File: src/rtl/register_file.sv
module register_file (
    input  logic        clk,
    input  logic        rst_n,
    input  logic [4:0]  rs1_idx,
    input  logic [4:0]  rs2_idx,
    input  logic        we,
    input  logic [4:0]  rd_idx,
    input  logic [31:0] rd_data,
    output logic [31:0] rs1_data,
    output logic [31:0] rs2_data
);

    logic [31:0] regs [1:31];  // x0 has no storage

    always_ff @(posedge clk or negedge rst_n) begin
        if (!rst_n) begin
            for (int i = 1; i < 32; i++) begin
                regs[i] <= '0;
            end
        end else if (we && (rd_idx != 5'd0)) begin
            regs[rd_idx] <= rd_data;  // x0 writes dropped
        end
    end

    // combinational reads, x0 reads as zero
    assign rs1_data = (rs1_idx == 5'd0) ? 32'd0 : regs[rs1_idx];
    assign rs2_data = (rs2_idx == 5'd0) ? 32'd0 : regs[rs2_idx];

endmodule

File: config.mk
export PLATFORM = sky130hd
export DESIGN_NAME = register_file
export DESIGN_NICKNAME = d
export VERILOG_FILES = /design/src/rtl/register_file.sv
export SDC_FILE = /design/constraint.sdc
export NUM_CORES = 2
export LEC_CHECK = 0
export BUFFER_PORTS_ARGS = -buffer_cell sky130_fd_sc_hd__buf_2
export CELL_PAD_IN_SITES_DETAIL_PLACEMENT = 1
export CELL_PAD_IN_SITES_GLOBAL_PLACEMENT = 1
export CORE_MARGIN = 1.5
export CORE_UTILIZATION = 55
export DETAILED_ROUTE_END_ITERATION = 10
export PLACE_DENSITY_LB_ADDON = 0.1
export SYNTH_ARGS = -nofsm -noshare
export SYNTH_HDL_FRONTEND = slang
export SYNTH_SLANG_ARGS = --single-unit
File: constraint.sdc
create_clock -name clk -period 6.2 [get_ports clk]
set_input_delay 1.24 -clock clk [delete_from_list [all_inputs] [get_ports clk]]
set_output_delay 1.24 -clock clk [all_outputs]
set_load 0.02 [all_outputs]
# Yosys cells after proc, flatten, opt, wreduce, memory -nomap -nowiden
# Index checks and enable logic that the tools add are counted.
# op_classes
reduce_logical	5
magnitude_cmp	4
muxes	11
bitwise	3
# ops
cell	n
$bwmux W992	1
$bmux W32 S5	2
$mux W32	7
$demux W32 S5	1
$ge A6 B6 Y1 const B	3
$not A5 Y6	3
$logic_not A5 Y1	2
$lt A6 B1 Y1 const B	1
$reduce_bool A5 Y1	1
$logic_and A1 B1 Y1	2
# word_totals
out_inout_bits	64
ff_bits	992

# Depth between registers and ports, before layout
# depth
word_depth	6
ltp_mapped	8
mapped_depth_nobuf	4

# Least setup slack after synthesis
# Ideal clock, no wire load.
# synth_timing
path_kind	input port to output port
start	input port rs2_idx[0]
end	output port rs2_data[4]
arrival_ps	2825
path_slack_ps	2135
path_buffers	3
stages	7
required_time_ps	4960
cell_sequence	buf_2 -> buf_4 -> buf_6 -> mux4_2 -> mux2i_1 -> a22o_1 -> a211oi_1
# synth_via
elab_chain_len	5
# synth_lines
element	line	rtl
from (decl)	5	input logic [4:0] rs2_idx,
$not A5 Y6 (implied by the code)	27	assign rs2_data = (rs2_idx == 5'd0) ? 32'd0 : regs[rs2_idx];
$bmux W32 S5	27	
$mux W32 (implied by the code) (2 in series)	27	
$mux W32 *	27	
to (decl)	10	output logic [31:0] rs2_data
# Every way passes the cells marked *; elsewhere a longest branch is shown, timed or not. The select of a mux whose other input is x is not followed.

# Worst setup path after layout
# layout_timing
start	input port rs2_idx[1]
end	output port rs2_data[28]
# Same word-level chain as after synthesis.

==> reports/metrics.yaml <==
clk_pin_slew_ns: 0.06
root_buffer: "clkbuf_16"
grt_max_degree: 171
cts_tree: "done"
crit_fanout: 49
stdcell_area_mm2: 0.0587
async_reset_ff_share_pct: 100
wl_per_cell_um: 36.6
ys.flop_type: "dfrtp_1"
relSlewSlack_pct: 15.6
min_from: "regs[776]"
postCtsSetupBuffers: 0
grt.total_usage_pct: 37.1
outcome: "finished, final reports clean"
finish.utilization_pct: 60.8
cellLeakagePower_nw: 25.8
cts_inserted_buffers: 109
fmax_mhz: 194
portBuffers: 113
areaGrowthSynthToFinish_pct: 9.69
crit_arrival_ns: 3.91
cts_sinks: 992
synth-edff-count: 0
dr_wl_met3_mm: 12.6
ys_types: 46
worst-setup-path-type: "input pin to output port"
overflow: 0
synthCells: 3612
die_w_um: 315
post-route-drc-count: 0
ioPinCount: 114
drive_gt1_share_pct: 51.5
synthMostInstantiatedCell: "mux2_2"
die_h_um: 315
drt_iter0_markers: 3421
post-route-min-period_ns: 5.15
synthTopCellsByArea: "dfrtp_1 46%, mux2_2 22%, mux4_2 16%"
multi_input_area_mm2: 0.0269
power.total_mw: 19.5
antenna_found_initial: 11
power_density_mw_per_mm2: 332
dp_hpwl_mm: 107
top_regs: "regs: 992 flops"
r2r-start: "regs[777]"
grt_pass1_vias: 38700
topRoutingLayerUsed: "met5"
rsz0062_at_grt: "no"
min_path_type: "flop to flop"
skew_ns: 0
postRouteAntennaNets: 0
yosysWarnings: 0
dr_wl_met2_mm: 86.7
worstPathRequired_ns: 4.96
synthesis.area_mm2: 0.0535
fillers: 8705
postSynthAreaPerCell_um2: 14.8
slew_violations: 0
top_register: "regs"
synth_seq_cells: 992
ys_seq_area_share_pct: 46.4
finalSetupViolCount: 0
core_area_mm2: 0.0966
drt_first_pass_iters: 6
start_util_pct: 55.4
yosysTopAreaCell: "dfrtp_1"
place_congestion: 0.842
num_rows: 114
routed_wl_mm: 181
regArea_mm2: 0.0248
tightest_slew_ns: 1.26
clockBufferDepth: 3
hold_viol: 0
finalNetCount: 3612
placedCellCount: 4727
worst_setup_path_end_kind: "output port"
cts_hold_buffers: 0
crit_start: "rs2_idx[1]"
synth_common_cells: "1050 x mux2_2, 992 x dfrtp_1, 377 x mux4_2"
ctsResizeCount: 0
num_vias: 35400
cap_violations: 0
worst-r2r-setup-slack_ns: 5.37
clock_latency_ns: 0.68
placed_area_mm2: 0.0551
instances_no_fill: 4932
worstSetupStartpointType: "input pin"
syn_nets: 3662
vdd_drop_max_uv: 251
wl_met1_mm: 72.0
fin_setup_tns_ns: 0
h-tree-depth: 3
synth_top_area_share_pct: 46.4
largest_register_ffs: 992
dieArea_mm2: 0.0991
fin_crit_sh_pct: 83.0
grt_pass1_wl_mm: 268
viasPerCell: 7.18
[placed cells by master, fill, tap and decap left out, types with 38 or more instances in the layout]
cell / netlist / final
mux2_2: 1050 / 1050
clkbuf_16: 0 / 112
nor2b_1: 44 / 38
dfrtp_1: 992 / 992
buf_4: 38 / 104
mux2i_1: 267 / 267
a221oi_1: 43 / 43
mux4_2: 377 / 377
buf_2: 162 / 104
a22oi_1: 102 / 102
[per-stage QoR]
stage	hold WS [ns]	setup slack, ns
6_report	0.524	1.05
5_1_grt	0.544	1.05
4_1_cts	0.522	1.15
3_5_place_dp	0.502	1.17
3_3_place_gp	0.481	1.18
2_1_floorplan	0.470	2.14
[worst max-delay path, stage by stage]
cell and delay (ns):
buf_8 0.43, nor2b_4 0.78, buf_4 0.45, a22oi_1 0.15
and3_1 0.23, o31a_1 0.36, buf_2 0.19
[per-layer routing]
layer / track usage (%) / vias to the layer above
li1: - / 13900
met1: 49.7 / 19500
met2: 59.4 / 1572
met3: 6.55 / 469
met4: 17.0 / 6
met5: 0 / -
[final timing paths]
check,cells after the start,endpoint
setup / recovery,7,rs2_data[28]
hold / removal,1,regs[776]
setup reg to reg,1,regs[777]
hold reg to reg,1,regs[776]
max in group asynchronous,2,regs[730]
min in group asynchronous,1,regs[34]
[power by group]
part	switching (mW)	total, mW	internal [mW]	leakage, nW
registers	1.03	8.78	7.75	12.7
clock network	2.77	6.57	3.80	1.79
logic	1.78	4.12	2.35	11.3
[cells by family after synthesis]
logic type / count (synthesis) / synth area share [%]
compound gates: 303 / 4.51
simple gates: 203 / 2.05
flops: 992 / 46.4
buf+inv: 401 / 3.66
mux: 1713 / 43.4
[area by class of cell]
cell class	count	area share, %
Antenna cell	5	0.0213
Clock buffer	156	5.42
Clock inverter	44	0.685
Inverter	9	0.0576
Multi-Input combinational cell	2219	45.9
Sequential cell	992	42.3
Tap cell	1276	2.72
Timing Repair Buffer	231	2.93
No activity file was read; power rests on OpenSTA's default activity.
