==> config.mk <==
export PLATFORM = sky130hd
export DESIGN_NAME = cpu_control
export DESIGN_NICKNAME = d
export VERILOG_FILES = /design/src/rtl/cpu_pkg.sv /design/src/rtl/cpu_control.sv
export SDC_FILE = /design/constraint.sdc
export NUM_CORES = 1
export LEC_CHECK = 0
export BUFFER_PORTS_ARGS = -buffer_cell sky130_fd_sc_hd__buf_2
export CAP_MARGIN = 5
export CORE_MARGIN = 2
export CORE_UTILIZATION = 36
export DETAILED_ROUTE_END_ITERATION = 16
export GPL_TIMING_DRIVEN = 0
export PLACE_DENSITY = 0.77
export SLEW_MARGIN = 20
export SYNTH_ARGS = -nofsm -noshare
export SYNTH_HDL_FRONTEND = slang
export SYNTH_SLANG_ARGS = --single-unit
==> constraint.sdc <==
create_clock -name clk -period 6.8 [get_ports clk]
set_input_delay 0.34 -clock clk [delete_from_list [all_inputs] [get_ports clk]]
set_output_delay 0.34 -clock clk [all_outputs]
set_load 0.005 [all_outputs]
==> src/rtl/cpu_pkg.sv <==
package cpu_pkg;

    localparam logic [31:0] reset_pc = 32'h0000_0100;  // first fetch address
    localparam int ram_words = 1024;                    // depth in 32-bit words
    localparam int ram_addr_w = $clog2(ram_words);      // word address bits
    localparam int nibbles_per_word = 8;                // alu passes per word
    localparam int nib_cnt_w = $clog2(nibbles_per_word);

    // rv32i major opcodes, the supported subset
    typedef enum logic [6:0] {
        op_imm = 7'b0010011,
        op     = 7'b0110011,
        load   = 7'b0000011,
        store  = 7'b0100011,
        lui    = 7'b0110111,
        auipc  = 7'b0010111,
        jal    = 7'b1101111,
        jalr   = 7'b1100111,
        branch = 7'b1100011
    } opcode_e;

    typedef enum logic [2:0] {
        add    = 3'd0,
        sub    = 3'd1,  // b inverted, carry preset
        and_op = 3'd2,
        or_op  = 3'd3,
        xor_op = 3'd4
    } alu_op_e;

    typedef enum logic [3:0] {
        st_reset      = 4'd0,
        st_fetch      = 4'd1,  // ram read issued
        st_fetch_wait = 4'd2,  // instruction word arrives
        st_decode     = 4'd3,
        st_exec       = 4'd4,  // one or two alu passes
        st_mem        = 4'd5,
        st_mem_wait   = 4'd6,
        st_wb         = 4'd7,  // retire cycle
        st_trap       = 4'd8
    } state_e;

endpackage

==> src/rtl/cpu_control.sv <==
module cpu_control (
    input  logic                           clk,
    input  logic                           rst_n,
    input  logic [31:0]                    mem_rdata,
    input  logic [31:0]                    rs1_data,
    input  logic [31:0]                    rs2_data,
    input  logic [31:0]                    alu_result,
    input  logic                           alu_done,
    output logic                           mem_en,
    output logic                           mem_we,
    output logic [cpu_pkg::ram_addr_w-1:0] mem_addr,
    output logic [31:0]                    mem_wdata,
    output logic [4:0]                     rs1_idx,
    output logic [4:0]                     rs2_idx,
    output logic                           rd_we,
    output logic [4:0]                     rd_idx,
    output logic [31:0]                    rd_data,
    output logic                           alu_start,
    output cpu_pkg::alu_op_e               alu_op,
    output logic [31:0]                    alu_a,
    output logic [31:0]                    alu_b,
    output logic                           retire,
    output logic [31:0]                    retire_pc,
    output logic [4:0]                     retire_rd,
    output logic [31:0]                    retire_value,
    output logic [31:0]                    retire_next_pc,
    output logic                           trap
);

    cpu_pkg::state_e  state;
    cpu_pkg::alu_op_e fn_op;      // op for arithmetic and logic opcodes
    logic [31:0] pc;
    logic [31:0] ir;              // instruction register
    logic [31:0] res0;            // first pass result
    logic [31:0] tgt;             // second pass result, jump or branch target
    logic        pass;            // 0 first pass, 1 second
    logic        busy;            // alu pass outstanding
    logic [31:0] imm_i, imm_s, imm_b, imm_u, imm_j;
    logic [2:0]  funct3;
    logic        is_op, is_load, is_store;
    logic        fn_ok;
    logic        legal;
    logic        two_pass;
    logic        writes_rd;
    logic        taken;
    logic [31:0] pc_plus4;
    logic [31:0] next_pc;

    assign funct3   = ir[14:12];
    assign is_op    = (ir[6:0] == cpu_pkg::op);
    assign is_load  = (ir[6:0] == cpu_pkg::load);
    assign is_store = (ir[6:0] == cpu_pkg::store);
    assign imm_i    = {{20{ir[31]}}, ir[31:20]};
    assign imm_s    = {{20{ir[31]}}, ir[31:25], ir[11:7]};
    assign imm_b    = {{19{ir[31]}}, ir[31], ir[7], ir[30:25], ir[11:8], 1'b0};
    assign imm_u    = {ir[31:12], 12'b0};
    assign imm_j    = {{11{ir[31]}}, ir[31], ir[19:12], ir[20], ir[30:21], 1'b0};

    always_comb begin
        fn_op = cpu_pkg::add;
        fn_ok = 1'b1;
        case (funct3)
            3'b000:  fn_op = (is_op && ir[30]) ? cpu_pkg::sub : cpu_pkg::add;
            3'b100:  fn_op = cpu_pkg::xor_op;
            3'b110:  fn_op = cpu_pkg::or_op;
            3'b111:  fn_op = cpu_pkg::and_op;
            default: fn_ok = 1'b0;  // shifts and compares not supported
        endcase
        if (is_op && ((ir[31:25] & 7'b1011111) != 7'd0 || (ir[30] && funct3 != 3'b000)))
            fn_ok = 1'b0;  // only sub may set funct7 bit 5
    end

    // operand select per opcode and pass
    always_comb begin
        alu_a     = rs1_data;
        alu_b     = imm_i;
        alu_op    = cpu_pkg::add;
        two_pass  = 1'b0;
        writes_rd = 1'b1;
        legal     = 1'b1;
        case (ir[6:0])
            cpu_pkg::op_imm: begin
                alu_op = fn_op;
                legal  = fn_ok;
            end
            cpu_pkg::op: begin
                alu_b  = rs2_data;
                alu_op = fn_op;
                legal  = fn_ok;
            end
            cpu_pkg::load:  legal = (funct3 == 3'b010);  // lw only
            cpu_pkg::store: begin
                alu_b     = imm_s;
                writes_rd = 1'b0;
                legal     = (funct3 == 3'b010);
            end
            cpu_pkg::lui: begin
                alu_a = 32'd0;
                alu_b = imm_u;
            end
            cpu_pkg::auipc: begin
                alu_a = pc;
                alu_b = imm_u;
            end
            cpu_pkg::jal: begin
                two_pass = 1'b1;
                alu_a    = pc;
                alu_b    = pass ? imm_j : 32'd4;  // link then target
            end
            cpu_pkg::jalr: begin
                two_pass = 1'b1;
                alu_a    = pass ? rs1_data : pc;
                alu_b    = pass ? imm_i : 32'd4;
                legal    = (funct3 == 3'b000);
            end
            cpu_pkg::branch: begin
                two_pass  = 1'b1;
                writes_rd = 1'b0;
                alu_a     = pass ? pc : rs1_data;
                alu_b     = pass ? imm_b : rs2_data;
                alu_op    = pass ? cpu_pkg::add : cpu_pkg::sub;  // compare then target
                legal     = (funct3[2:1] == 2'b00);                // beq, bne
            end
            default: legal = 1'b0;
        endcase
    end

    assign pc_plus4 = pc + 32'd4;
    assign taken    = (res0 == 32'd0) ^ funct3[0];  // bne inverts

    always_comb begin
        case (ir[6:0])
            cpu_pkg::jal:    next_pc = tgt;
            cpu_pkg::jalr:   next_pc = {tgt[31:1], 1'b0};
            cpu_pkg::branch: next_pc = taken ? tgt : pc_plus4;
            default:         next_pc = pc_plus4;
        endcase
    end

    always_ff @(posedge clk or negedge rst_n) begin
        if (!rst_n) begin
            state <= cpu_pkg::st_reset;
            pc    <= cpu_pkg::reset_pc;
            pass  <= 1'b0;
            busy  <= 1'b0;
        end else begin
            case (state)
                cpu_pkg::st_reset:      state <= cpu_pkg::st_fetch;
                cpu_pkg::st_fetch:      state <= cpu_pkg::st_fetch_wait;
                cpu_pkg::st_fetch_wait: state <= cpu_pkg::st_decode;
                cpu_pkg::st_decode: begin
                    pass  <= 1'b0;
                    state <= legal ? cpu_pkg::st_exec : cpu_pkg::st_trap;
                end
                cpu_pkg::st_exec: begin
                    if (alu_start) begin
                        busy <= 1'b1;
                    end else if (alu_done) begin
                        busy <= 1'b0;
                        if (two_pass && !pass)
                            pass <= 1'b1;  // restart for target
                        else if (is_load || is_store)
                            state <= cpu_pkg::st_mem;
                        else
                            state <= cpu_pkg::st_wb;
                    end
                end
                cpu_pkg::st_mem:      state <= cpu_pkg::st_mem_wait;
                cpu_pkg::st_mem_wait: state <= cpu_pkg::st_wb;
                cpu_pkg::st_wb: begin
                    pc    <= next_pc;
                    state <= cpu_pkg::st_fetch;
                end
                cpu_pkg::st_trap:     state <= cpu_pkg::st_trap;  // until reset
                default:              state <= cpu_pkg::st_trap;
            endcase
        end
    end

    always_ff @(posedge clk) begin
        if (state == cpu_pkg::st_fetch_wait)
            ir <= mem_rdata;
        if (state == cpu_pkg::st_exec && alu_done && !pass)
            res0 <= alu_result;
        if (state == cpu_pkg::st_exec && alu_done && pass)
            tgt <= alu_result;
    end

    assign alu_start = (state == cpu_pkg::st_exec) && !busy;
    assign mem_en    = (state == cpu_pkg::st_fetch) || (state == cpu_pkg::st_mem);
    assign mem_we    = (state == cpu_pkg::st_mem) && is_store;
    assign mem_addr  = (state == cpu_pkg::st_mem) ? res0[cpu_pkg::ram_addr_w+1:2]
                                                  : pc[cpu_pkg::ram_addr_w+1:2];
    assign mem_wdata = rs2_data;
    assign rs1_idx   = ir[19:15];
    assign rs2_idx   = ir[24:20];
    assign rd_idx    = ir[11:7];
    assign rd_data   = is_load ? mem_rdata : res0;  // ram keeps lw word in wb
    assign rd_we     = (state == cpu_pkg::st_wb) && writes_rd;

    assign retire         = (state == cpu_pkg::st_wb);
    assign retire_pc      = pc;
    assign retire_rd      = writes_rd ? rd_idx : 5'd0;
    assign retire_value   = writes_rd ? rd_data : 32'd0;
    assign retire_next_pc = next_pc;
    assign trap           = (state == cpu_pkg::st_trap);

endmodule

* Word level (Yosys, flattened, before mapping)
Index checks and enable logic that the tools add are counted.
** Storage, ports and cells
- Flip-flop bits (word level) :: 134
- Input bits :: 131
- Output and inout port bits :: 263
- Logic and storage cells :: 103
** Operators by class
- Add/subtract/negate cells :: 1
- Equal/unequal tests :: 25
- Muxes and demuxes :: 34
- Bitwise logic cells :: 1
- Reduce and logical (&&, ||, !) cells :: 35
** Operators with widths (number)
- 2-to-1 mux 32 bit :: 8
- one-hot mux 32 bit (6 select lines) :: 1
- one-hot mux 32 bit (4 select lines) :: 1
- one-hot mux 32 bit (3 select lines) :: 1
- adder 32 x 3 -> 32 bit, second input constant :: 1
- zero test 32 bit :: 1
- one-hot mux 4 bit (7 select lines) :: 1
- == test 7 x 6 -> 1 bit, second input constant :: 3
- == test 7 bit, second input constant :: 3
- == test 4 x 3 -> 1 bit, second input constant :: 4
- 2-to-1 mux 4 bit :: 4
- == test 7 x 5 -> 1 bit, second input constant :: 2
- one-hot mux 3 bit (4 select lines) :: 1
- OR reduction 2 bit :: 6
- 2-to-1 mux 1 bit :: 11
- logical AND 1 bit :: 10
- 2-to-1 mux 10 bit :: 1
- == test 3 bit, second input constant :: 3
- == test 4 x 2 -> 1 bit, second input constant :: 2
- inequality test 2 bit, second input constant :: 4
- == test 7 x 2 -> 1 bit, second input constant :: 1
- nonzero test 7 bit :: 1
- one-hot mux 3 bit (2 select lines) :: 1
- OR reduction 3 bit :: 2
- other kinds (19) :: 23

* Logic depth before layout (Yosys ltp)
- Depth in word-level cells :: 8
- Depth in mapped cells :: 11
- Mapped depth without buffers :: 8

* Worst setup path after synthesis
OpenSTA, ideal clock, no wires.
- Path type :: flip-flop to flip-flop
- From :: register state[0]
- To :: register ir[0], enable pin
- Setup time :: 513 ps
- Arrival time :: 3876 ps
- Data required time :: 6287 ps
- Slack :: 2411 ps
- Stages on the path, launching flop included :: 2
- Buffers on the path :: 0
- Clock period less this slack :: 4389 ps
- Cell sequence :: dfrtp_1 nor4b_1
** On the way
- Longest elaborated chain between the ends :: 1
** Ends and longest elaborated chain
- start, declared :: line cpu_control.sv:30 : cpu_pkg::state_e state;
- start signal, assigned :: line cpu_control.sv:142 : state <= cpu_pkg::st_reset;
- start signal, assigned :: line cpu_control.sv:148 : cpu_pkg::st_reset: state <= cpu_pkg::st_fetch;
- start signal, assigned :: line cpu_control.sv:149 : cpu_pkg::st_fetch: state <= cpu_pkg::st_fetch_wait;
- == test 4 x 2 -> 1 bit :: line cpu_control.sv:181 : if (state == cpu_pkg::st_fetch_wait)
- end signal, assigned :: line cpu_control.sv:182 : ir <= mem_rdata;
- end, declared :: line cpu_control.sv:33 : logic [31:0] ir;
Every way passes these cells.
A chain may end at the register's enable or synchronous reset.

* Worst setup path in the final report
- From :: register res0[7]
- To :: output port retire_next_pc[6]
** On the way
- Longest elaborated chain between the ends :: 4
** Ends and longest elaborated chain
- start, declared :: line cpu_control.sv:34 : logic [31:0] res0;
- start signal, assigned :: line cpu_control.sv:184 : res0 <= alu_result;
- zero test 32 bit :: line cpu_control.sv:129 : assign taken = (res0 == 32'd0) ^ funct3[0];
- bitwise XOR 1 bit :: line cpu_control.sv:129
- 2-to-1 mux 32 bit :: line cpu_control.sv:135 : cpu_pkg::branch: next_pc = taken ? tgt : pc_plus4;
- one-hot mux 32 bit (3 select lines) :: line cpu_control.sv:132 : case (ir[6:0])
- end, declared :: line cpu_control.sv:26 : output logic [31:0] retire_next_pc,
Every way passes these cells.

==> impl_metrics.toml <==
[critical_path]
critPathArrivalTime_ns = 3.70
cp-start-kind = "register"
crit_path_end_kind = "output port"
crit_path_max_fanout = 10
critical_path_class = "reg -> out"
critPathRequiredTime_ns = 6.46

[power_and_ir_drop]
peakVddDrop_mv = 0.141
p_switching_mw = 0.418
p_leak_nw = 5.25
p_comb_frac = 0.054
swShare = 0.216
p_clk_frac = 0.492
power_density_mw_per_mm2 = 173
p_seq_frac = 0.454
power.total_mw = 1.93
p_int_mw = 1.51

[timing]
period_minus_slack_ns = 4.04
setup_viol = 0
rsz0062_at_grt = "false"
slew_headroom = 0.328
fin_skew_ns = 0.0105
finalCritPeriodShare = 0.594
report.final.hold_viol_count = 0
tns_ns = 0
worst_pin_slew_ns = 1.01
fmax_mhz = 247
whs_ns = 0.0897
finalMaxSlewViolations = 0

[yosys]
ys_ff_latch = 134
synth_warnings = 0
synth_compound_area_frac = 0.162
avgSynthCellArea_um2 = 10.1
synthAdderAreaFrac = 0.00154
synth_xor_area_frac = 0.0215
synth_edf_count = 96
yosysTopAreaCellShare = 0.354
syn_inst = 804
muxShareOfSynthArea = 0.0816
netlist_area_mm2 = 0.00815
yosysMostFrequentCell = "edfxtp_1"
synth_cell_types = 62
synth_top_family_by_area = "simple AND/OR/NAND/NOR gates"
async_flop_share = 0.284
yosys.area_share.simple = 0.174
ys_seq_area_frac = 0.471
synth_common_cells = "edfxtp_1, nor2_1, nand2_1"
synth.largest_area_cell = "edfxtp_1"
ys.flop_type = "edfxtp_1"
postSynthNetCount = 936
yosys-top-cells-area = "edfxtp_1, dfrtp_1, mux2_2, buf_4, a22o_1"

[finish]
multi_input_area_mm2 = 0.00362
synthToLayoutAreaGrowth_pct = 37.3
drive_above_1_share = 0.449
ff_latch_area_mm2 = 0.00383
final_nets = 1355
fillCellCount = 2162

[die]
coreArea_mm2 = 0.0224
start_util = 0.363
die_h_um = 154
floorplan.die_area_mm2 = 0.0238
die_w_um = 154
ioPinCount = 394
rows = 55

[clock_tree]
clock-sinks = 134
cts_setup_buffers = 0
htree_levels = 4
cts_root_buffer = "clkbuf_16"
cts.clk_slew.worst_paths_ns = 0.06
cts_made_buffers = 17
cts_resized = 0
postCtsHoldBufs = 0
cts_buffer_depth = 2
cts_tree = "yes"
clk_latency_ns = 0.42

[outcome]
run_status = "completed"

[drt]
routedWlPerCell_um = 21.9
wl_mm = 33.4
via_count = 8402
drcViolationCount = 0
first_pass_iters = 6
drtAntennaViolNets = 0
drtIter0Drc = 769
vias_per_cell = 5.52

[grt]
grt_max_degree = 39
antenna_found_initial = 3
grt_pass1_vias = 7829
grt-ovfl-total = 0
grt_pass1_wl_mm = 48.6
track_usage = 0.272

[placement]
hpwl_mm = 26.3
port_buffers = 393
gp_congestion = 0.948

[worst_hold_path]
min_path_type = "in -> async"

[flow_run]
cap_violations = 0
==> per-layer routing <==
metal / vias up / GRT usage / part of all wire / routed length (um)
met4: 2 / 0.0851 / 0.024 / 817
met3: 59 / 0.0667 / 0.097 / 3240
met1: 4046 / 0.374 / 0.42 / 14000
met2: 523 / 0.423 / 0.46 / 15300
li1: 3772 / - / - / -
met5: - / 0 / 0.00039 / 13
==> state kept, by name, indices dropped and copies added (netlist names) <==
name       flops
ir            32
res0          32
retire_pc     32
tgt           32
state          4
busy           1
pass           1
==> power by group through the flow <==
stage	registers [mW]	logic, mW	clock network [mW]
2_1_floorplan	0.895	0.0276	0
3_3_place_gp	0.894	0.102	0
3_5_place_dp	0.894	0.102	0
4_1_cts	0.878	0.103	0.969
6_report	0.878	0.104	0.950
5_1_grt	0.877	0.112	1.00
==> cells by family after synthesis <==
family	after synthesis
buffers and inverters	130
DFF	134
and+or+nand+nor	273
muxes	61
adders and majority gates	1
AOI/OAI and AO/OA	185
xor gates and xnor gates	20
==> cell usage in the layout, fill, tap and decap left out, types with 5 or more instances in the layout <==
master	netlist	routed
buf_2	12	408
edfxtp_1	96	96
a22o_1	40	40
mux2i_1	18	18
buf_4	49	51
dfrtp_1	37	37
nand2_1	54	54
a22oi_1	16	16
nand2b_1	5	5
nor4_1	14	14
inv_1	26	26
nor2b_1	38	38
a21oi_1	39	39
mux2_2	43	43
clkbuf_1	39	39
clkbuf_16	0	17
o21ai_0	35	35
xor2_1	5	5
xnor2_1	15	15
and4_1	5	5
and3_1	14	14
a221o_1	19	19
and2_1	10	10
nor2_1	62	60
nor3_1	16	16
nand4_1	7	7
nand3_1	28	28
==> worst max-delay path, cell delays in order (launching register included) <==
cell,delay [ns]
edfxtp_1,0.53
nor4_1,0.54
nand4_1,0.27
o21a_1,0.25
o21ai_2,0.29
and2_1,0.22
buf_4,0.19
buf_2,0.31
buf_2,0.36
a21oi_1,0.15
buf_2,0.15
==> metrics by stage <==
stage           util  area, um2  instances  worst slack, ns
3_5_place_dp   0.471      10600       1489             3.30
3_3_place_gp   0.467      10500       1482            0.954
2_1_floorplan      -       8150        804             2.41
4_1_cts        0.498      11200       1521             2.81
5_1_grt        0.498      11200       1521             2.47
6_report       0.499      11200       1523             2.76
==> path summary, 6_finish.rpt <==
path | start | endpoint | slack, ns | cells past startpoint
max in group asynchronous | rst_n | retire_pc[21] | 6.08 | 1
setup reg to reg | res0[7] | retire_pc[30] | 3.58 | 9
min in group clk | mem_rdata[22] | ir[22] | 0.11 | 1
hold reg to reg | tgt[1] | retire_pc[1] | 0.52 | 1
setup / recovery | res0[7] | retire_next_pc[6] | 2.76 | 10
hold / removal | rst_n | retire_pc[6] | 0.09 | 1
==> layout make-up <==
class,count,area share
Buffer,104,0.0554
Tap cell,285,0.0319
Antenna cell,2,0.000447
Inverter,26,0.00873
Sequential cell,134,0.343
Clock inverter,15,0.0159
Clock buffer,17,0.0380
Timing Repair Buffer,400,0.183
Multi-Input combinational cell,540,0.323
Power figures use the tool's default switching activity.
