==> src/rtl/cpu_pkg.sv <==
package cpu_pkg;

    localparam logic [31:0] reset_pc = 32'h0000_0100;  // first fetch address
    localparam int ram_words = 1024;                    // depth in 32-bit words
    localparam int ram_addr_w = $clog2(ram_words);      // word address bits
    localparam int nibbles_per_word = 8;                // alu passes per word
    localparam int nib_cnt_w = $clog2(nibbles_per_word);

    // rv32i major opcodes, the supported subset
    typedef enum logic [6:0] {
        op_imm = 7'b0010011,
        op     = 7'b0110011,
        load   = 7'b0000011,
        store  = 7'b0100011,
        lui    = 7'b0110111,
        auipc  = 7'b0010111,
        jal    = 7'b1101111,
        jalr   = 7'b1100111,
        branch = 7'b1100011
    } opcode_e;

    typedef enum logic [2:0] {
        add    = 3'd0,
        sub    = 3'd1,  // b inverted, carry preset
        and_op = 3'd2,
        or_op  = 3'd3,
        xor_op = 3'd4
    } alu_op_e;

    typedef enum logic [3:0] {
        st_reset      = 4'd0,
        st_fetch      = 4'd1,  // ram read issued
        st_fetch_wait = 4'd2,  // instruction word arrives
        st_decode     = 4'd3,
        st_exec       = 4'd4,  // one or two alu passes
        st_mem        = 4'd5,
        st_mem_wait   = 4'd6,
        st_wb         = 4'd7,  // retire cycle
        st_trap       = 4'd8
    } state_e;

endpackage

==> src/rtl/nibble_alu.sv <==
module nibble_alu (
    input  logic             clk,
    input  logic             rst_n,
    input  logic             start,
    input  cpu_pkg::alu_op_e op,
    input  logic [31:0]      a,
    input  logic [31:0]      b,
    output logic [31:0]      result,
    output logic             done
);

    logic [31:0]                   a_sr;      // operand a, low nibble first
    logic [31:0]                   b_sr;      // operand b, already inverted for sub
    logic [31:0]                   r_sr;      // result nibbles enter at the top
    logic [31:0]                   b_eff;
    logic [31:0]                   a_src;
    logic [31:0]                   b_src;
    logic [cpu_pkg::nib_cnt_w-1:0] cnt;       // nibbles done so far
    logic                          busy;
    logic                          carry;     // carry between passes
    logic                          c_in;
    logic [4:0]                    sum;       // 4-bit slice plus carry out
    logic [3:0]                    nib;
    cpu_pkg::alu_op_e              op_q;
    cpu_pkg::alu_op_e              op_cur;

    assign b_eff  = (op == cpu_pkg::sub) ? ~b : b;
    assign a_src  = start ? a : a_sr;      // first nibble straight from inputs
    assign b_src  = start ? b_eff : b_sr;
    assign op_cur = start ? op : op_q;
    assign c_in   = start ? (op == cpu_pkg::sub) : carry;
    assign sum    = {1'b0, a_src[3:0]} + {1'b0, b_src[3:0]} + {4'b0, c_in};

    always_comb begin
        case (op_cur)
            cpu_pkg::and_op: nib = a_src[3:0] & b_src[3:0];
            cpu_pkg::or_op:  nib = a_src[3:0] | b_src[3:0];
            cpu_pkg::xor_op: nib = a_src[3:0] ^ b_src[3:0];
            default:         nib = sum[3:0];  // add and sub
        endcase
    end

    always_ff @(posedge clk or negedge rst_n) begin
        if (!rst_n) begin
            busy  <= 1'b0;
            cnt   <= '0;
            carry <= 1'b0;
            done  <= 1'b0;
        end else begin
            done <= 1'b0;  // single-cycle pulse
            if (start) begin
                busy  <= 1'b1;
                cnt   <= cpu_pkg::nib_cnt_w'(1);
                carry <= sum[4];
            end else if (busy) begin
                carry <= sum[4];
                cnt   <= cnt + 1'b1;
                if (cnt == cpu_pkg::nib_cnt_w'(cpu_pkg::nibbles_per_word - 1)) begin
                    busy <= 1'b0;  // last nibble shifted in
                    done <= 1'b1;
                end
            end
        end
    end

    always_ff @(posedge clk) begin
        if (start || busy) begin
            a_sr <= {4'b0, a_src[31:4]};
            b_sr <= {4'b0, b_src[31:4]};
            r_sr <= {nib, r_sr[31:4]};  // holds once idle
        end
        if (start) begin
            op_q <= op;
        end
    end

    assign result = r_sr;

endmodule

==> config.mk <==
export PLATFORM = sky130hd
export DESIGN_NAME = nibble_alu
export DESIGN_NICKNAME = d
export VERILOG_FILES = /design/src/rtl/cpu_pkg.sv /design/src/rtl/nibble_alu.sv
export SDC_FILE = /design/constraint.sdc
export NUM_CORES = 1
export LEC_CHECK = 0
export ABC_AREA = 1
export ABC_CLOCK_PERIOD_IN_PS = 3250
export BUFFER_PORTS_ARGS = -buffer_cell sky130_fd_sc_hd__buf_4
export CORE_MARGIN = 2
export CORE_UTILIZATION = 50
export CTS_BUF_LIST = sky130_fd_sc_hd__clkbuf_4 sky130_fd_sc_hd__clkbuf_8
export DETAILED_ROUTE_END_ITERATION = 12
export PLACE_DENSITY_LB_ADDON = 0.25
export SYNTH_ARGS = -nofsm -noshare
export SYNTH_HDL_FRONTEND = slang
export SYNTH_SLANG_ARGS = --single-unit
==> constraint.sdc <==
create_clock -name clk -period 3.25 [get_ports clk]
set_input_delay 0.975 -clock clk [delete_from_list [all_inputs] [get_ports clk]]
set_output_delay 0.975 -clock clk [all_outputs]
set_load 0.1 [all_outputs]
== Word level (Yosys, flattened, before mapping) ==
Cells that the tools add are included.

* Add/subtract/negate cells: 3
* Multiply operators: 0
* Divide/modulo/power cells: 0
* $lt $le $gt $ge: 0
* Eq/ne operators: 5
* Shifts and indexed selects: 0
* Muxes and demuxes: 16
* Bitwise operators: 4
* Reduce and logical (&&, ||, !) cells: 2

{| class="wikitable"
|+ Operators with widths
! kind !! number
|-
| 28-bit 2-to-1 mux || 2
|-
| 32-bit 2-to-1 mux || 1
|-
| 32-bit NOT || 1
|-
| 4-bit case mux with 3 select lines || 1
|-
| 1-bit 2-to-1 mux || 9
|-
| 3-bit 2-to-1 mux || 3
|-
| 3-bit by 2-bit == test with 1-bit output (second input constant) || 2
|-
| 3-bit == test (second input constant) || 2
|-
| 4-bit by 4-bit adder with 5-bit output || 1
|-
| 5-bit by 1-bit adder with 5-bit output || 1
|-
| 4-bit bitwise AND || 1
|-
| 4-bit OR || 1
|-
| 4-bit bitwise XOR || 1
|-
| 3-bit by 1-bit adder with 3-bit output (second input constant) || 1
|-
| 3-bit by 1-bit == test with 1-bit output (second input constant) || 1
|-
| 2-bit nonzero test || 1
|-
| 1-bit logical OR || 1
|}

* Flip-flop bits (word level): 97
* Bits in latches: 0
* Bits in writable memories: 0
* ROM bits: 0
* Input port bits: 70
* Output and inout bits: 33
* Memories kept: 0

== Logic depth before layout (Yosys ltp) ==
Gate-level depths: netlist of run 1.

* Depth in word-level cells: 7
* Gate-level depth with buffers: 13

== Least setup slack after synthesis of run 1 ==
No wires, ideal clock.

* Kind: input -> register
* Start: input start
* End: register a_sr[0] (enable)
* Setup time: 0.451 ns
* Arrival time: 3.340 ns
* Required time: 2.799 ns
* Setup slack: -0.541 ns
* Cell stages on the path: 5
* Path buffers: 3
* Cell sequence: buf_4 inv_2 buf_6 buf_4 nand2_1

* Longest elaborated chain between the ends: 1

{| class="wikitable"
|+ Ends and longest elaborated chain
! item !! line !! RTL
|-
| start, declared || nibble_alu.sv:4 || <nowiki>input logic start,</nowiki>
|-
| 1-bit logical OR || nibble_alu.sv:67 || <nowiki>if (start || busy) begin</nowiki>
|-
| end signal, assigned || nibble_alu.sv:68 || <nowiki>a_sr <= {4'b0, a_src[31:4]};</nowiki>
|-
| end, declared || nibble_alu.sv:12 || <nowiki>logic [31:0] a_sr;</nowiki>
|}

No other way between the ends.
A chain may end at the register's enable or synchronous reset.

== Worst setup path in the final report of run 1 ==
* Start: input op[2]
* End: register r_sr[30], in the netlist result[30], data pin

* Longest elaborated chain between the ends: 6
* Elaborated cells between the ends (all ways): 14
* Classes of those cells: add/sub (2); eq/ne (4); mux (5); bitwise (3)

{| class="wikitable"
|+ Ends and longest elaborated chain
! item !! line !! RTL
|-
| start, declared || nibble_alu.sv:5 || <nowiki>input cpu_pkg::alu_op_e op,</nowiki>
|-
| 3-bit by 1-bit == test with 1-bit output || nibble_alu.sv:27, nibble_alu.sv:31 ||
|-
| 32-bit 2-to-1 mux || nibble_alu.sv:27 || <nowiki>assign b_eff = (op == cpu_pkg::sub) ? ~b : b;</nowiki>
|-
| 28-bit 2-to-1 mux || nibble_alu.sv:29 || <nowiki>assign b_src = start ? b_eff : b_sr;</nowiki>
|-
| 4-bit by 4-bit adder with 5-bit output || nibble_alu.sv:32 || <nowiki>assign sum = {1'b0, a_src[3:0]} + {1'b0, b_src[3:0]} + {4'b0, c_in};</nowiki>
|-
| 5-bit by 1-bit adder with 5-bit output || nibble_alu.sv:32 ||
|-
| 4-bit case mux with 3 select lines * || nibble_alu.sv:35 || <nowiki>case (op_cur)</nowiki>
|-
| named net nib[2] || nibble_alu.sv:23 || <nowiki>logic [3:0] nib;</nowiki>
|-
| end signal, assigned || nibble_alu.sv:70 || <nowiki>r_sr <= {nib, r_sr[31:4]};</nowiki>
|-
| end, declared || nibble_alu.sv:14 || <nowiki>logic [31:0] r_sr;</nowiki>
|}

Mark *: on every way through the listed nets, which the timed path passes. The rest lies on a longest branch.

==> impl_metrics.toml, run 1 <==
[status]
run_status = "finished, final reports clean"

[cts]
cts.path.max_buffers = 2
cts_tree = "done"
post_cts.repair.setup_buffers = 0
ctsHtreeMaxLevel = 3
clock-root-buffer = "sky130_fd_sc_hd__clkbuf_8"
insertion_delay_ps = 360
cts_resized = 0
cts_hold_repair.buffers = 0
cts_sinks = 97
cts-buffers-inserted = 9
clk_transition_reported_paths_ps = 100

[sta]
timing.final.hold_violations = 0
tns_ps = 0
max_freq_mhz = 343.0
slew_headroom = 0.4938
worst_pin_slew_ps = 758.2
grt_setup_unrepaired = "false"
fin_skew_ps = 10.55
final-setup-viol-count = 0
timing.final.crit_share = 0.8970
final_period_minus_worst_setup_slack_ps = 2915
timing_max_transition_violations_final = 0

[setup_path]
startpoint = "op[2]"
cp_max_fo = 2
critical_path.endpoint_type = "register"
critical_path.reg2reg.startpoint = "b_sr[0]"
cp_data_arrival_time_ps = 3030
worst_setup_path_start_kind = "primary input"
crit_type = "primary input to register"
required_ps = 3360

[placed_design]
place.detailed.hpwl_um = 6182
port_buffers = 102
place_inst = 642
dpl_cell_area_um2 = 5404
gp_congestion = 0.8588

[floorplan]
boundaryPins = 103
fp.dieArea_um2 = 9860
row_count = 34
floorplan.initialDensity = 0.5181
die_y_um = 99.30
core-area_um2 = 8763
die_width_um = 99.30

[global_routing]
congestion_overflow_gr = 0
grt_first_pass_wirelength_um = 14750
grt_start_max_net_pins = 60
antenna_found_initial = 0
grt_pass1_vias = 3249
grt_usage = 0.1881

[cells_and_area]
syn2layout_area_growth_pct = 23.26
fillerInstances = 696
finish.cell_count_without_fillers = 658
design.final.nets = 627
final_layout_size_suffix_gt1_frac = 0.2691
final_cell_area_um2 = 5597
n_antenna_cell = 0
final_core_utilization = 0.6386

[power_and_ir_drop]
vdd_drop_max_uv = 679.3
total_leakage_power_nw = 2.688
p_seq_frac = 0.409
combinationalPowerShare = 0.416
power.share.clock = 0.175
power_switching_share = 0.4636
internal_power_mw = 2.358
power.net_switching_mw = 2.038
power_per_cell_area_nw_per_um2 = 785.6

[logic_synthesis]
synth.net_count = 525
yosys.cell_types.count = 29
postSynthCellCount = 443
dominantRegCellSynth = "sky130_fd_sc_hd__edfxtp_1"
syn_area_um2 = 4541
synth-edff-count = 88
synth-async-reset-ratio = 0.06186
postSynthRegisterBits = 97
ys_top_cells_by_area = "sky130_fd_sc_hd__edfxtp_1 58%, sky130_fd_sc_hd__nand2_1 16%, sky130_fd_sc_hd__dfrtp_1 3.3%, sky130_fd_sc_hd__ha_1 2.8%, sky130_fd_sc_hd__inv_1 2.1%"
yosys_top_cell_by_area = "sky130_fd_sc_hd__edfxtp_1"
ys_warn_count = 0
postSynthAreaPerCell_um2 = 10.25
yosysTopAreaCellShare = 0.5820
synthMostInstantiatedCell = "sky130_fd_sc_hd__nand2_1"
post_synth_most_frequent_cells = "193 x sky130_fd_sc_hd__nand2_1, 88 x sky130_fd_sc_hd__edfxtp_1, 26 x sky130_fd_sc_hd__inv_1, 16 x sky130_fd_sc_hd__o21ai_1, 15 x sky130_fd_sc_hd__o21ai_0"
synth_sequential_area_ratio = 0.6283

[routing]
detailed_route_wirelength_on_metal3_um = 471
wl_per_cell_um = 13.37
highest_layer = "met4"
total_routed_wirelength_um = 8796
detailroute.via_count = 3312
drtPass1Iterations = 4
route.antenna.remaining_nets = 0
drt_drc_violations_left = 0
route.layer.met1.wl_um = 3834
drt-vias-per-instance = 5.033
drt_iter0_drc = 164
route.met2.wl_um = 4282

[run]
max_cap_viols = 0

[min_path]
timing.hold.worst.class = "primary input to asynchronous set/reset pin"
worst max-delay path, cell delays in order:
cell,delay (ps)
sky130_fd_sc_hd__buf_4,120
sky130_fd_sc_hd__nor2_2,150
sky130_fd_sc_hd__nand2_4,70
sky130_fd_sc_hd__xor2_1,140
sky130_fd_sc_hd__o21ai_0,260
sky130_fd_sc_hd__inv_1,130
sky130_fd_sc_hd__fa_1,460
sky130_fd_sc_hd__fa_1,430
sky130_fd_sc_hd__xnor2_1,140
sky130_fd_sc_hd__nand3_1,80
sky130_fd_sc_hd__nand4_1,80
sequential cells by signal (all words and copies together), names as in the netlist:
name	cells
result	32
a_sr	28
b_sr	28
cnt	3
op_q	3
busy	1
carry	1
done	1
layout by cell type (no fill, tap or decap), drive strengths merged:
cell / instances
ha: 10
o21ai: 35
nand4: 7
or2: 4
nor2: 13
clkbuf: 9
nand2: 198
a21oi: 2
dfrtp: 6
clkinv: 3
nand3: 10
buf: 111
xnor2: 2
edfxtp: 88
xor2: 9
a31oi: 1
fa: 2
nand3b: 4
inv: 33
dfxtp: 3
path summary, 6_finish.rpt:
check                      cells after the start         end  slack, ps
setup / recovery                              11  result[30]        330
hold / removal                                 1        done        400
setup reg to reg                               8  result[30]       1180
hold reg to reg                                0  result[13]        450
max in group asynchronous                      1       carry       2730
min in group clk                               0  result[13]        450
cells by family (layout without fill, tap and decap cells):
family | Yosys count | in the layout | share of synthesized area
compound gates | 38 | 38 | 0.04547
xor+xnor | 11 | 11 | 0.02122
flops | 97 | 97 | 0.6283
buf+inv | 49 | 156 | 0.05153
simple gates | 236 | 236 | 0.2171
fa+ha+maj | 12 | 12 | 0.03637
routing by layer:
metal | vias up | track usage
met5 | - | 0
met4 | 0 | 0.07482
met3 | 20 | 0.04287
met2 | 98 | 0.3129
met1 | 1538 | 0.2401
li1 | 1656 | -
power by group through the flow:
stage	combinational [mW]	sequential (mW)	clock [mW]
6_report	1.83	1.80	0.771
5_1_grt	1.90	1.84	0.831
3_5_place_dp	1.83	1.83	0
3_3_place_gp	1.81	1.82	0
4_1_cts	1.84	1.80	0.779
2_1_floorplan	0.251	3.02	0
stage by stage:
step	hold slack, ps	setup WS, ps	power [mW]
after detailed placement	441.3	-61.16	3.667
after global routing	387.7	245.8	4.569
final	402.3	334.8	4.397
after global placement	432.5	129.7	3.635
after floorplan	477.7	193.8	3.269
after CTS	395.8	329.7	4.421
final cells by class:
class	count	area, um^2	area share
clock buffers	9	123.9	0.02213
clock inverters	7	68.82	0.01230
inverters	29	108.9	0.01945
multi-input cells	297	1461	0.2611
flip-flops and latches	97	2853	0.5097
well taps	108	135.1	0.02414
repair buffers	111	845.8	0.1511
(Power assumes the default switching activity.)
==> run 2: changes to the inputs <==
--- a/config.mk
+++ b/config.mk
@@ -6,9 +6,8 @@
 export NUM_CORES = 1
 export LEC_CHECK = 0
 export ABC_AREA = 1
-export ABC_CLOCK_PERIOD_IN_PS = 3250
+export ABC_CLOCK_PERIOD_IN_PS = 2600
 export BUFFER_PORTS_ARGS = -buffer_cell sky130_fd_sc_hd__buf_4
-export CORE_MARGIN = 2
 export CORE_UTILIZATION = 50
 export CTS_BUF_LIST = sky130_fd_sc_hd__clkbuf_4 sky130_fd_sc_hd__clkbuf_8
 export DETAILED_ROUTE_END_ITERATION = 12
==> constraint.sdc (replaced) <==
create_clock -name clk -period 2.6 [get_ports clk]
set_input_delay 0.78 -clock clk [delete_from_list [all_inputs] [get_ports clk]]
set_output_delay 0.78 -clock clk [all_outputs]
set_load 0.1 [all_outputs]
==> impl_metrics.toml, run 2 (synthesis gave the netlist of run 1 again) <==
[status]
run_status = "finished, final reports clean"

[placed_design]
gp_congestion = 0.7957
place.detailed.hpwl_um = 5930
port_buffers = 102
detailedPlace.worstSlack_ps = -238.7

[setup_path]
crit_type = "primary input to register"
regToRegSetupSlack_ps = 670
worst_r2r_path_depth = 8
worstReg2RegEnd = "result[31]"
cp_max_fo = 2
timing.critical_path.cells = "buf_4, inv_12, nor2_4, nand2_4, xor2_1, o21ai_2, inv_2, fa_2, fa_2, nand3b_1, nand4_1"
cp_common_cell = "sky130_fd_sc_hd__fa_2"
critical_path.reg2reg.startpoint = "a_sr[1]"
crit_path_top_delay_cell = "sky130_fd_sc_hd__fa_2"
cp_data_arrival_time_ps = 2550
cp_slowest_stage_delay_ps = 530
worst_setup_path_start_kind = "primary input"
critical_path.endpoint_type = "register"
required_ps = 2710

[floorplan]
floorplan.initialDensity = 0.5181
core-area_um2 = 8763
fp.dieArea_um2 = 9466
row_count = 34
die_y_um = 97.30
boundaryPins = 103
die_width_um = 97.30

[cells_and_area]
largest_reg_flops = 32
final_layout_size_suffix_gt1_frac = 0.2991
most_common_cell_after_layout_fill_and_taps_aside = "sky130_fd_sc_hd__nand2_1"
final_core_utilization = 0.6596
syn2layout_area_growth_pct = 27.31
n_antenna_cell = 0
layout.area.seq_um2 = 2853
design.final.nets = 642
multi_input_comb_area_um2 = 1486
mostFrequentLayoutCells = "192 x sky130_fd_sc_hd__nand2_1, 122 x sky130_fd_sc_hd__buf_4, 88 x sky130_fd_sc_hd__edfxtp_1"
fillerInstances = 712

[global_routing]
grt_start_max_net_pins = 53
congestion_overflow_gr = 0
grt_pass1_vias = 3125
grt_first_pass_wirelength_um = 13970
grt_usage = 0.1853
antenna_found_initial = 0

[cts]
ctsHtreeMaxLevel = 3
cts_tree = "done"
cts-buffers-inserted = 9
insertion_delay_ps = 360
clock-root-buffer = "sky130_fd_sc_hd__clkbuf_8"
post_cts.repair.setup_buffers = 0
cts_hold_repair.buffers = 0
cts_sinks = 97
cts_resized = 0
cts.path.max_buffers = 2
clk_transition_reported_paths_ps = 100

[routing]
route.antenna.remaining_nets = 0
drtPass1Iterations = 5
detailroute.via_count = 3273
wl_per_cell_um = 12.42
drt_iter0_drc = 93
drt-vias-per-instance = 4.863
total_routed_wirelength_um = 8361
drt_drc_violations_left = 0

[sta]
setup_ws_ps = 160.2
worst_pin_slew_ps = 614.6
max_freq_mhz = 409.9
timing_max_transition_violations_final = 0
fin_skew_ps = 8.947
final_period_minus_worst_setup_slack_ps = 2440
tns_ps = 0
grt_setup_unrepaired = "false"
slew_headroom = 0.5859
timing.final.crit_share = 0.9384
timing.final.hold_violations = 0
worst_hold_slack_ps = 200.2
final-setup-viol-count = 0

[power_and_ir_drop]
total_leakage_power_nw = 2.775
p_total_mw = 5.494
vdd_drop_max_uv = 631.1
power_per_cell_area_nw_per_um2 = 950.4

[min_path]
timing.hold.worst.class = "primary input to asynchronous set/reset pin"

[run]
max_cap_viols = 0
[run 2: cell count changes in the layout (fill, tap and decap cells not counted), moves of 2 or more]
cell | before | now
sky130_fd_sc_hd__buf_12 | 1 | 4
sky130_fd_sc_hd__fa_1 | 2 | 0
sky130_fd_sc_hd__inv_1 | 26 | 24
sky130_fd_sc_hd__buf_4 | 110 | 122
sky130_fd_sc_hd__o21ai_0 | 15 | 13
sky130_fd_sc_hd__fa_2 | 0 | 2
[run 2: layer usage]
| layer | global-route usage | up-vias | share of wire |
|---|---|---|---|
| met5 | 0 | - | 0 |
| met4 | 0.06109 | 0 | 0.013 |
| met3 | 0.04676 | 11 | 0.051 |
| met2 | 0.3245 | 79 | 0.52 |
| met1 | 0.2235 | 1499 | 0.42 |
| li1 | - | 1684 | - |
[run 2: how the worst max path moves through the flow]
stage               depth (start not counted)  start  slack (ps)          to
floorplan                                  10  op[0]         -90  result[29]
global placement                           11  op[0]        -210  result[29]
detailed placement                         11  op[0]        -240  result[29]
CTS                                        11  op[0]         160  result[29]
global route                               14  op[0]          40  result[31]
finish                                     11  op[0]         160  result[29]
[run 2: critical path: cells and delay by family]
family / cells / cell delay [ps]
and+or+nand+nor: 4 / 330
AOI/OAI and AO/OA: 1 / 170
xor gates and xnor gates: 1 / 160
buffers and inverters: 3 / 220
adders and majority gates: 2 / 890
[run 2: through the flow]
step,instances,instance area [um^2]
after floorplan,443,4603
after global placement,657,5592
after detailed placement,657,5592
after CTS,673,5781
after global routing,673,5781
final,673,5781
[run 2: cell type report]
type,instances,area share
clock buffers,9,0.02143
clock inverters,7,0.01126
inverters,29,0.02100
multi-input cells,297,0.2571
flip-flops and latches,97,0.4935
well taps,108,0.02338
repair buffers,126,0.1723
[run 2: power by group]
group          internal (mW)  switching (mW)
sequential              2.11           0.143
combinational          0.497            1.82
clock                  0.367           0.552
total                   2.98            2.52
==> run 3: changes to the inputs <==
--- a/config.mk
+++ b/config.mk
@@ -8,8 +8,9 @@
 export ABC_AREA = 1
 export ABC_CLOCK_PERIOD_IN_PS = 2600
 export BUFFER_PORTS_ARGS = -buffer_cell sky130_fd_sc_hd__buf_4
-export CORE_UTILIZATION = 50
+export CORE_UTILIZATION = 40
 export CTS_BUF_LIST = sky130_fd_sc_hd__clkbuf_4 sky130_fd_sc_hd__clkbuf_8
+export CTS_CLUSTER_DIAMETER = 120
 export DETAILED_ROUTE_END_ITERATION = 12
 export PLACE_DENSITY_LB_ADDON = 0.25
 export SYNTH_ARGS = -nofsm -noshare
==> impl_metrics.toml, run 3 (synthesis gave the netlist of run 1 again) <==
[status]
run_status = "finished, final reports clean"

[cells_and_area]
layout.area.seq_um2 = 2853
finish.cell_count_without_fillers = 704
n_antenna_cell = 0
multi_input_comb_area_um2 = 1486
design.final.nets = 641
largest_reg_flops = 32
syn2layout_area_growth_pct = 27.20
most_common_cell_after_layout_fill_and_taps_aside = "sky130_fd_sc_hd__nand2_1"
fillerInstances = 1026
final_layout_size_suffix_gt1_frac = 0.2979
final_cell_area_um2 = 5776
mostFrequentLayoutCells = "192 x sky130_fd_sc_hd__nand2_1, 123 x sky130_fd_sc_hd__buf_4, 88 x sky130_fd_sc_hd__edfxtp_1"

[routing]
total_routed_wirelength_um = 8926
drt_iter0_drc = 132
route.antenna.remaining_nets = 0
drtPass1Iterations = 4
detailroute.via_count = 3274
wl_per_cell_um = 12.68
drt-vias-per-instance = 4.651
drt_drc_violations_left = 0

[floorplan]
row_count = 38
floorplan.initialDensity = 0.4152
core-area_um2 = 10940
die_width_um = 108.5
fp.dieArea_um2 = 11780
boundaryPins = 103
die_y_um = 108.5

[setup_path]
worst_setup_path_start_kind = "primary input"
crit_type = "primary input to register"
worst_r2r_path_depth = 5
critical_path.endpoint_type = "register"
cp_data_arrival_time_ps = 2570
regToRegSetupSlack_ps = 730
critical_path.reg2reg.startpoint = "a_sr[0]"
worstReg2RegEnd = "result[29]"
required_ps = 2710
cp_max_fo = 2

[sta]
setup_ws_ps = 140.4
timing.final.hold_violations = 0
slew_headroom = 0.6979
timing_max_transition_violations_final = 0
timing.final.crit_share = 0.9460
final_period_minus_worst_setup_slack_ps = 2460
final-setup-viol-count = 0
fin_skew_ps = 8.679
worst_pin_slew_ps = 453.2
grt_setup_unrepaired = "false"
max_freq_mhz = 406.6

[cts]
cts_resized = 0
ctsHtreeMaxLevel = 3
cts-buffers-inserted = 9
cts_hold_repair.buffers = 0
cts_sinks = 97
cts.path.max_buffers = 2
cts_tree = "done"
insertion_delay_ps = 360
clk_transition_reported_paths_ps = 90
clock-root-buffer = "sky130_fd_sc_hd__clkbuf_8"
post_cts.repair.setup_buffers = 0

[power_and_ir_drop]
combinationalPowerShare = 0.424
vdd_drop_max_uv = 1088
internal_power_mw = 2.982
power_per_cell_area_nw_per_um2 = 945.5
total_leakage_power_nw = 2.759
power.share.clock = 0.163
power.net_switching_mw = 2.479
power_switching_share = 0.4539
p_seq_frac = 0.413

[global_routing]
grt_first_pass_wirelength_um = 14550
grt_pass1_vias = 3076
grt_start_max_net_pins = 63
congestion_overflow_gr = 0
antenna_found_initial = 0
grt_usage = 0.1628

[placed_design]
port_buffers = 102
gp_congestion = 0.8761
dpl_cell_area_um2 = 5599
detailedPlace.worstSlack_ps = -263.0
place_inst = 688
place.detailed.hpwl_um = 6303

[min_path]
timing.hold.worst.class = "primary input to asynchronous set/reset pin"

[run]
max_cap_viols = 0
==> run 3: worst max path at each step <==
stage,from,to,slack [ps]
2_1_floorplan,op[0],result[29],-90
3_3_place_gp,op[0],result[29],-210
3_5_place_dp,op[0],result[29],-260
4_1_cts,op[0],result[29],140
5_1_grt,op[0],result[29],30
6_report,op[0],result[29],140
==> run 3: layer usage <==
metal  wire [um]  vias up  GRT usage
met5           0        -          0
met4         143        0    0.06178
met3         422       10    0.04461
met2        4300       81     0.2722
met1        4060     1503     0.1998
li1            -     1680          -
==> run 3: power by group through the flow <==
stage | clock network (mW) | logic, mW | registers, mW
finish | 0.888 | 2.32 | 2.26
global route | 0.971 | 2.42 | 2.30
CTS | 0.922 | 2.33 | 2.27
detailed placement | 0 | 2.33 | 2.30
global placement | 0 | 2.31 | 2.28
floorplan | 0 | 0.326 | 3.78
==> run 3: stage by stage <==
stage	hold slack, ps	TNS (ps)	util	power (mW)
after CTS	192.3	0	0.5281	5.521
after detailed placement	435.0	-752.9	0.5120	4.626
after global routing	187.2	0	0.5281	5.691
after global placement	434.1	-594.7	0.5120	4.590
final	213.1	0	0.5281	5.461
after floorplan	477.5	-5303	-	4.101
==> run 3: worst max-delay path, cell delays in order <==
cell and delay, ps:
sky130_fd_sc_hd__buf_4 130, sky130_fd_sc_hd__inv_12 30, sky130_fd_sc_hd__nor2_4 110, sky130_fd_sc_hd__nand2_4 60, sky130_fd_sc_hd__xor2_1 170, sky130_fd_sc_hd__o21ai_2 170
sky130_fd_sc_hd__inv_2 60, sky130_fd_sc_hd__fa_2 360, sky130_fd_sc_hd__fa_2 530, sky130_fd_sc_hd__nand3b_1 100, sky130_fd_sc_hd__nand4_1 70
==> run 3: layout make-up <==
class / instances / share of cell area
inverters: 29 / 0.02101
clock inverters: 5 / 0.005416
multi-input cells: 297 / 0.2574
clock buffers: 11 / 0.02513
well taps: 140 / 0.03033
flip-flops and latches: 97 / 0.4939
repair buffers: 125 / 0.1668
